### src/rtl/iq_isa_pkg.sv
package iq_isa_pkg;

    // Execution class, which doubles as the issue queue index
    typedef enum logic [1:0] {
        IQ_ALU    = 2'd0,
        IQ_MUL    = 2'd1,
        IQ_MEM    = 2'd2,
        IQ_BRANCH = 2'd3
    } iq_class_e;

    // Values of the format bit (bit 29)
    localparam logic FMT_REG = 1'b0;
    localparam logic FMT_IMM = 1'b1;

    // Register form carries two source registers and a function field
    typedef struct packed {
        iq_class_e   cls;
        logic        fmt;
        logic [4:0]  rd;
        logic [4:0]  rs1;
        logic [4:0]  rs2;
        logic [13:0] funct;
    } iq_reg_fmt_t;

    // Immediate form carries one source register and a signed immediate
    typedef struct packed {
        iq_class_e   cls;
        logic        fmt;
        logic [4:0]  rd;
        logic [4:0]  rs1;
        logic [18:0] imm;
    } iq_imm_fmt_t;

    // One instruction word, read through whichever view the format bit selects
    typedef union packed {
        iq_reg_fmt_t r;
        iq_imm_fmt_t i;
    } iq_insn_u;

endpackage

### src/rtl/iq_types_pkg.sv
package iq_types_pkg;

    // One queue per value of the class field
    localparam int NUM_QUEUES = 2 ** $bits(iq_isa_pkg::iq_class_e);

    // Wishbone word addresses
    localparam logic [1:0] WB_ADDR_PUSH   = 2'd0;
    localparam logic [1:0] WB_ADDR_STATUS = 2'd1;

    // Wishbone classic request from the host
    typedef struct packed {
        logic        cyc;
        logic        stb;
        logic        we;
        logic [1:0]  adr;
        logic [31:0] dat;
    } iq_wb_req_t;

    // Wishbone classic response to the host
    typedef struct packed {
        logic        ack;
        logic [31:0] dat;
    } iq_wb_rsp_t;

    // Decoded entry as it sits in a queue and leaves on the issue port
    typedef struct packed {
        iq_isa_pkg::iq_class_e cls;
        logic [4:0]            rd;
        logic [4:0]            rs1;
        logic [4:0]            rs2;
        logic                  rs2_valid;
        logic [31:0]           operand;
    } iq_entry_t;

endpackage

### src/rtl/iq_cluster.sv
module iq_cluster #(
    parameter int QUEUE_DEPTH = 4
) (
    input  logic                     clk,
    input  logic                     i_rst_n,
    input  logic                     i_flush,
    input  iq_types_pkg::iq_wb_req_t i_wb,
    input  logic                     i_issue_ready,
    output iq_types_pkg::iq_wb_rsp_t o_wb,
    output logic                     o_issue_valid,
    output iq_types_pkg::iq_entry_t  o_issue
);

    import iq_types_pkg::*;

    logic [NUM_QUEUES-1:0] push;
    logic [NUM_QUEUES-1:0] pop;
    logic [NUM_QUEUES-1:0] full;
    logic [NUM_QUEUES-1:0] empty;
    iq_entry_t             entry;
    iq_entry_t             heads [NUM_QUEUES];

    iq_dispatch dispatch_i (
        .clk     (clk),
        .i_rst_n (i_rst_n),
        .i_wb    (i_wb),
        .i_full  (full),
        .i_empty (empty),
        .o_wb    (o_wb),
        .o_push  (push),
        .o_entry (entry)
    );

    // Each execution class has its own queue and all of them share the dispatch entry bus
    for (genvar q = 0; q < NUM_QUEUES; q++) begin : gen_queue
        iq_issue_queue #(
            .QUEUE_DEPTH (QUEUE_DEPTH)
        ) queue_i (
            .clk     (clk),
            .i_rst_n (i_rst_n),
            .i_flush (i_flush),
            .i_push  (push[q]),
            .i_entry (entry),
            .i_pop   (pop[q]),
            .o_head  (heads[q]),
            .o_full  (full[q]),
            .o_empty (empty[q])
        );
    end

    iq_issue_arbiter arbiter_i (
        .clk           (clk),
        .i_rst_n       (i_rst_n),
        .i_empty       (empty),
        .i_heads       (heads),
        .i_issue_ready (i_issue_ready),
        .o_pop         (pop),
        .o_issue_valid (o_issue_valid),
        .o_issue       (o_issue)
    );

endmodule

### src/rtl/iq_dispatch.sv
module iq_dispatch (
    input  logic                                  clk,
    input  logic                                  i_rst_n,
    input  iq_types_pkg::iq_wb_req_t              i_wb,
    input  logic [iq_types_pkg::NUM_QUEUES-1:0]   i_full,
    input  logic [iq_types_pkg::NUM_QUEUES-1:0]   i_empty,
    output iq_types_pkg::iq_wb_rsp_t              o_wb,
    output logic [iq_types_pkg::NUM_QUEUES-1:0]   o_push,
    output iq_types_pkg::iq_entry_t               o_entry
);

    import iq_isa_pkg::*;
    import iq_types_pkg::*;

    iq_insn_u    insn;
    iq_class_e   target;
    logic        req;
    logic        is_push;
    logic        is_status;
    logic        stall;
    logic        ack_next;
    logic        ack_r;
    logic [31:0] rdat_r;

    // The master holds its data stable until ack, so decode straight off the bus
    assign insn = i_wb.dat;

    always_comb begin
        if (insn.r.fmt == FMT_REG) begin
            o_entry = '{cls: insn.r.cls, rd: insn.r.rd, rs1: insn.r.rs1, rs2: insn.r.rs2,
                        rs2_valid: 1'b1, operand: 32'(insn.r.funct)};
        end else begin
            o_entry = '{cls: insn.i.cls, rd: insn.i.rd, rs1: insn.i.rs1, rs2: 5'd0,
                        rs2_valid: 1'b0, operand: {{13{insn.i.imm[18]}}, insn.i.imm}};
        end
    end

    // A new request is one that has not been acknowledged yet
    assign req       = i_wb.cyc && i_wb.stb && !ack_r;
    assign is_push   = req && i_wb.we && (i_wb.adr == WB_ADDR_PUSH);
    assign is_status = !i_wb.we && (i_wb.adr == WB_ADDR_STATUS);
    assign target    = o_entry.cls;

    // Hold off ack while the target queue is full
    assign stall    = is_push && i_full[target];
    assign ack_next = req && !stall;
    assign o_push   = (is_push && !stall) ? (NUM_QUEUES'(1) << target) : '0;

    always_ff @(posedge clk) begin
        if (!i_rst_n) begin
            ack_r <= 1'b0;
        end else begin
            ack_r <= ack_next;
        end
    end

    // Status word has full flags in the low nibble and empty flags above them
    always_ff @(posedge clk) begin
        if (ack_next) begin
            rdat_r <= is_status ? 32'({i_empty, i_full}) : '0;
        end
    end

    assign o_wb = '{ack: ack_r, dat: rdat_r};

    // A stalled push is decoded off the bus again next cycle, so the master must hold it
    a_stall_held: assert property (@(posedge clk) disable iff (!i_rst_n)
        stall |=> $stable(i_wb));

endmodule

### src/rtl/iq_issue_arbiter.sv
module iq_issue_arbiter (
    input  logic                                clk,
    input  logic                                i_rst_n,
    input  logic [iq_types_pkg::NUM_QUEUES-1:0] i_empty,
    input  iq_types_pkg::iq_entry_t             i_heads [iq_types_pkg::NUM_QUEUES],
    input  logic                                i_issue_ready,
    output logic [iq_types_pkg::NUM_QUEUES-1:0] o_pop,
    output logic                                o_issue_valid,
    output iq_types_pkg::iq_entry_t             o_issue
);

    import iq_types_pkg::*;

    localparam int QIDX_W = $clog2(NUM_QUEUES);

    logic [QIDX_W-1:0] rr_ptr_r;
    logic [QIDX_W-1:0] grant_idx;
    logic              grant_valid;
    logic              transfer;

    // Walk the queues from the highest offset down so the nearest
    // non-empty queue after the pointer wins
    always_comb begin
        logic [QIDX_W-1:0] idx;
        grant_valid = 1'b0;
        grant_idx   = rr_ptr_r;
        for (int k = NUM_QUEUES - 1; k >= 0; k--) begin
            idx = rr_ptr_r + QIDX_W'(k);
            if (!i_empty[idx]) begin
                grant_valid = 1'b1;
                grant_idx   = idx;
            end
        end
    end

    assign o_issue_valid = grant_valid;
    assign o_issue       = i_heads[grant_idx];
    assign transfer      = grant_valid && i_issue_ready;
    assign o_pop         = transfer ? (NUM_QUEUES'(1) << grant_idx) : '0;

    // Next search starts just past the queue that was served
    always_ff @(posedge clk) begin
        if (!i_rst_n) begin
            rr_ptr_r <= '0;
        end else if (transfer) begin
            rr_ptr_r <= grant_idx + 1'b1;
        end
    end

    // A queue is never served twice in a row while another queue is waiting
    a_rr_fair: assert property (@(posedge clk) disable iff (!i_rst_n)
        (transfer && (~i_empty != (NUM_QUEUES'(1) << grant_idx)))
            |=> !(transfer && (grant_idx == $past(grant_idx))));

endmodule

### src/rtl/iq_issue_queue.sv
module iq_issue_queue #(
    parameter int QUEUE_DEPTH = 4
) (
    input  logic                    clk,
    input  logic                    i_rst_n,
    input  logic                    i_flush,
    input  logic                    i_push,
    input  iq_types_pkg::iq_entry_t i_entry,
    input  logic                    i_pop,
    output iq_types_pkg::iq_entry_t o_head,
    output logic                    o_full,
    output logic                    o_empty
);

    import iq_types_pkg::*;

    localparam int PTR_W = $clog2(QUEUE_DEPTH);

    logic [PTR_W-1:0] head;
    logic [PTR_W-1:0] tail;

    // Entry storage, indexed by the head and tail pointers
    iq_entry_t entries [QUEUE_DEPTH];

    iq_queue_ctrl #(
        .QUEUE_DEPTH (QUEUE_DEPTH)
    ) ctrl_i (
        .clk           (clk),
        .i_rst_n       (i_rst_n),
        .i_flush       (i_flush),
        .i_incr_head   (i_pop),
        .i_incr_tail   (i_push),
        .o_queue_head  (head),
        .o_queue_tail  (tail),
        .o_queue_full  (o_full),
        .o_queue_empty (o_empty)
    );

    // A push writes the tail slot; if a flush lands in the same cycle
    // the pointers reset and the written slot is simply never read
    always_ff @(posedge clk) begin
        if (i_push) begin
            entries[tail] <= i_entry;
        end
    end

    // Oldest entry is always on view for the arbiter
    assign o_head = entries[head];

endmodule

### src/rtl/iq_queue_ctrl.sv
module iq_queue_ctrl #(
    parameter int QUEUE_DEPTH = 4
) (
    input  logic                           clk,
    input  logic                           i_rst_n,
    input  logic                           i_flush,
    input  logic                           i_incr_head,
    input  logic                           i_incr_tail,
    output logic [$clog2(QUEUE_DEPTH)-1:0] o_queue_head,
    output logic [$clog2(QUEUE_DEPTH)-1:0] o_queue_tail,
    output logic                           o_queue_full,
    output logic                           o_queue_empty
);

    localparam int PTR_W = $clog2(QUEUE_DEPTH);
    localparam int CNT_W = $clog2(QUEUE_DEPTH + 1);
    localparam logic [PTR_W-1:0] PTR_LAST = PTR_W'(QUEUE_DEPTH - 1);
    localparam logic [CNT_W-1:0] CNT_DEPTH = CNT_W'(QUEUE_DEPTH);

    logic [PTR_W-1:0] head_r;
    logic [PTR_W-1:0] tail_r;
    logic [PTR_W-1:0] head_next;
    logic [PTR_W-1:0] tail_next;
    logic [CNT_W-1:0] free_r;
    logic [CNT_W-1:0] free_next;
    logic             full_r;
    logic             empty_r;

    // Step a pointer by one and wrap after the last slot
    function automatic logic [PTR_W-1:0] ptr_incr(input logic [PTR_W-1:0] ptr);
        return (ptr == PTR_LAST) ? '0 : ptr + 1'b1;
    endfunction

    always_comb begin
        head_next = i_incr_head ? ptr_incr(head_r) : head_r;
        tail_next = i_incr_tail ? ptr_incr(tail_r) : tail_r;

        // Free slots drop on a lone push and come back on a lone pop
        case ({i_incr_head, i_incr_tail})
            2'b01:   free_next = free_r - 1'b1;
            2'b10:   free_next = free_r + 1'b1;
            default: free_next = free_r;
        endcase

        // Flush overrides whatever else happens this cycle
        if (i_flush) begin
            head_next = '0;
            tail_next = '0;
            free_next = CNT_DEPTH;
        end
    end

    always_ff @(posedge clk) begin
        if (!i_rst_n) begin
            head_r  <= '0;
            tail_r  <= '0;
            free_r  <= CNT_DEPTH;
            full_r  <= 1'b0;
            empty_r <= 1'b1;
        end else begin
            head_r  <= head_next;
            tail_r  <= tail_next;
            free_r  <= free_next;
            full_r  <= (free_next == '0);
            empty_r <= (free_next == CNT_DEPTH);
        end
    end

    assign o_queue_head  = head_r;
    assign o_queue_tail  = tail_r;
    assign o_queue_full  = full_r;
    assign o_queue_empty = empty_r;

    // The arbiter and the dispatch block must respect the flags this block hands out
    a_no_pop_empty: assert property (@(posedge clk) disable iff (!i_rst_n)
        !(i_incr_head && empty_r));
    a_no_push_full: assert property (@(posedge clk) disable iff (!i_rst_n)
        !(i_incr_tail && full_r));

endmodule

### config.mk
export PLATFORM = sky130hd
export DESIGN_NAME = iq_cluster
export DESIGN_NICKNAME = d
export VERILOG_FILES = /design/src/rtl/iq_isa_pkg.sv /design/src/rtl/iq_types_pkg.sv /design/src/rtl/iq_cluster.sv /design/src/rtl/iq_dispatch.sv /design/src/rtl/iq_issue_arbiter.sv /design/src/rtl/iq_issue_queue.sv /design/src/rtl/iq_queue_ctrl.sv
export SDC_FILE = /design/constraint.sdc
export NUM_CORES = 1
export LEC_CHECK = 0
export BUFFER_PORTS_ARGS = -buffer_cell sky130_fd_sc_hd__buf_2
export CORE_MARGIN = 4
export CORE_UTILIZATION = 66
export CTS_BUF_LIST = sky130_fd_sc_hd__clkbuf_16
export DETAILED_ROUTE_END_ITERATION = 10
export HOLD_SLACK_MARGIN = 0.05
export PLACE_DENSITY = 0.95
export SYNTH_ARGS = -nofsm -noshare
export SYNTH_HDL_FRONTEND = slang
export SYNTH_SLANG_ARGS = --single-unit
### constraint.sdc
create_clock -name clk -period 6.11 [get_ports clk]
set_input_delay 0.9165 -clock clk [delete_from_list [all_inputs] [get_ports clk]]
set_output_delay 0.9165 -clock clk [all_outputs]
set_load 0.01 [all_outputs]
==> results_dict.tcl <==
set metrics [dict create \
    status "completed" \
    worstSetupPathType "flip-flop to primary output" \
    synth_xor_area_share_pct 0.446 \
    cts_hold_buf 0 \
    clock_skew_ps 17.3 \
    clkPwrFrac_pct 41.6 \
    drc 0 \
    critPathBufInv 1 \
    die_h_um 205 \
    synth_top_cell_by_area "edfxtp_1" \
    place_ws_ps 2390 \
    ir_drop_mv 0.256 \
    cts.repair.resized 0 \
    design_area_um2 28200 \
    drv_cap 0 \
    synthAdderAreaFrac_pct 1.49 \
    clk_path_buf_depth 3 \
    yosys-top-cells-area "edfxtp_1 71%, mux4_2 13%, mux2i_1 4.7%" \
    synth_top_area_share_pct 70.5 \
    cts_buffers 59 \
    clock-root-buffer "clkbuf_16" \
    critical_path_required_ps 5190 \
    wl_per_cell_um 32.3 \
    worstMarginPinSlew_ps 1290 \
    ys_ff_latch 647 \
    antenna_found_initial 2 \
    utilization_pct 74.4 \
    synth_cells 1226 \
    cts_setup_buffers 0 \
    grt-ovfl-total 0 \
    max_freq_ghz 0.222 \
    cp_cell_sequence "nor2_1 > o21ai_1 > nand3_4 > mux2i_1 > mux2i_1 > buf_2" \
    synthMuxAreaShare_pct 17.9 \
    internal_power_mw 6.84 \
    fin_cells 1892 \
    grt_max_degree 44 \
    power_frac_comb_pct 2.1 \
    placed_cell_area_um2 26400 \
    wl_mm 61.2 \
    grt_use_total_pct 30.1 \
    rsz0062_at_grt "false" \
    first_global_vias 13400 \
    io_pins 125 \
    synth_top_family_by_area "multiplexers" \
    p_sw_share_pct 20.4 \
    vias 12900 \
    htreeDepth 2 \
    synth-simple-area-share_pct 2.64 \
    dieArea_um2 41900 \
    clk_latency_ps 620 \
    path_max_fanout 37 \
    fillCellCount 1950 \
    yosysMostFrequentCell "edfxtp_1" \
    synth_compound_area_share_pct 0.788 \
    switchingPower_mw 1.75 \
    fin_ws_ps 1600 \
    place_congestion 0.735 \
    power.density_nw_per_um2 304 \
    synth_seq_area_share_pct 74.2 \
    worstPathArrival_ps 3600 \
    ys_types 46 \
    dieWidth_um 205 \
    endpoint_kind "primary output" \
    pwr-share-seq_pct 56.4 \
    cts_sinks 647 \
    nets 1405 \
    hold_viol 0 \
    drive_above_1_share_pct 27.8 \
    cp-start-kind "flip-flop" \
    synth_edf_count 600 \
    vias_per_cell 6.81 \
    grt_pass1_wl_mm 91.1 \
    first_pass_iters 5 \
    synth_common_cells "600 x edfxtp_1, 149 x mux4_2, 120 x mux2i_1" \
    core_um2 37900 \
    min_period_over_period_pct 73.9 \
    hold_path_class "flip-flop to flip-flop" \
    dp_hpwl_mm 31.6 \
    report.final.slew_viol_count 0 \
    rows 71 \
    min_period_ps 4510 \
    syn2layout_area_growth_pct 10.5 \
    slowest_stage "mux2i_1" \
    fin_setup_tns_ps 0 \
    path_clk_slew_ps 70 \
    cts_tree "built" \
    p_leak_nw 9.76 \
    crit_family "multiplexers" \
    ys.flop_type "edfxtp_1" \
    maxSlewHeadroom_pct 13.8 \
    ant_nets 0 \
    place_inst 1786 \
    async_flop_share_pct 0 \
    cpPeakStageDelay_ps 740 \
    syn_area_per_cell_um2 20.8 \
    numPortBuffers 100 \
    setup_violations 0 \
    synth_warnings 0 \
    drt_iter0_drc 1694 \
    cpMostUsedCell "mux2i_1" \
    start_util_pct 67.4 \
    syn_area_um2 25500 \
]
## power by group through the flow
stage	sequential (mW)	combinational [mW]	clock, mW
finish	4.84	0.178	3.57
global placement	4.94	0.159	0
floorplan	4.94	0.0953	0
global route	4.84	0.191	3.79
detailed placement	4.94	0.171	0
CTS	4.84	0.175	3.57
## cell usage in the layout (no fill, tap or decap), drive strengths merged, types with 18 or more instances in the layout
| cell | netlist | layout |
|---|---|---|
| buf | 70 | 115 |
| ha | 24 | 24 |
| and2 | 31 | 31 |
| clkbuf | 19 | 60 |
| mux4 | 149 | 149 |
| edfxtp | 600 | 600 |
| dfxtp | 47 | 47 |
| nor2 | 29 | 29 |
| nand2 | 18 | 18 |
| inv | 27 | 40 |
| mux2i | 120 | 120 |
| conb | 1 | 24 |
| clkinv | 0 | 26 |
## sequential cells by signal (all words and copies together), names as in the netlist, named ones only
register and count:
gen_queue.queue_i.ctrl_i.o_queue_full 4, gen_queue.queue_i.ctrl_i.o_queue_head 8, gen_queue.queue_i.ctrl_i.free_r 12, gen_queue.queue_i.ctrl_i.o_queue_tail 8, gen_queue.queue_i.entries 592, dispatch_i.rdat_r 8
arbiter_i.rr_ptr_r 2, gen_queue.queue_i.ctrl_i.o_queue_empty 4, dispatch_i.ack_r 1
## worst reg2reg max path: cells and delay by family, from the launching register on
family	cells	cell delay, ps
buffers and inverters	1	600
adder cells (fa/ha/maj)	2	700
flip-flops	1	470
AND/OR/NAND/NOR	5	1380
AO/OA/AOI/OAI	3	710
## cell families after synthesis
group,count (synthesis)
buffers and inverters,116
and+or+nand+nor,121
AOI/OAI and AO/OA,30
xor gates and xnor gates,13
muxes,270
DFF,647
adders and majority gates,28
other,1
## per-stage QoR
step,power [mW],hold WS (ps)
after floorplan,5.03,446
after global routing,8.82,510
final,8.59,500
after global placement,5.10,465
after detailed placement,5.11,474
after CTS,8.59,487
## path summary, 6_finish.rpt
| path | from | end | slack [ps] | depth (start not counted) |
|---|---|---|---|---|
| worst min register to register | gen_queue[3].queue_i.ctrl_i.o_queue_head[1] | flip-flop | 500 | 2 |
| worst max-delay path | arbiter_i.rr_ptr_r[1] | o_issue[29] | 1600 | 6 |
| worst min-delay path | gen_queue[3].queue_i.ctrl_i.o_queue_head[1] | flip-flop | 500 | 2 |
| worst max register to register | arbiter_i.rr_ptr_r[1] | gen_queue[1].queue_i.ctrl_i.o_queue_empty | 2140 | 11 |
## routing by layer
metal / track usage, % / share of wire, %
met5: 0 / 0
met4: 10.6 / 3.4
met3: 5.11 / 9.2
met2: 51.6 / 52
met1: 39.9 / 35
## cell type report
type	count	area, µm²	area share [%]
multi-input combinational	486	6070	21.5
antenna	2	5.00	0.0177
tap	511	639	2.26
clock buffer	60	1500	5.32
timing repair buffer	115	626	2.22
clock inverter	44	325	1.15
sequential	647	19000	67.2
inverter	27	101	0.359
(Power assumes the default switching activity.)
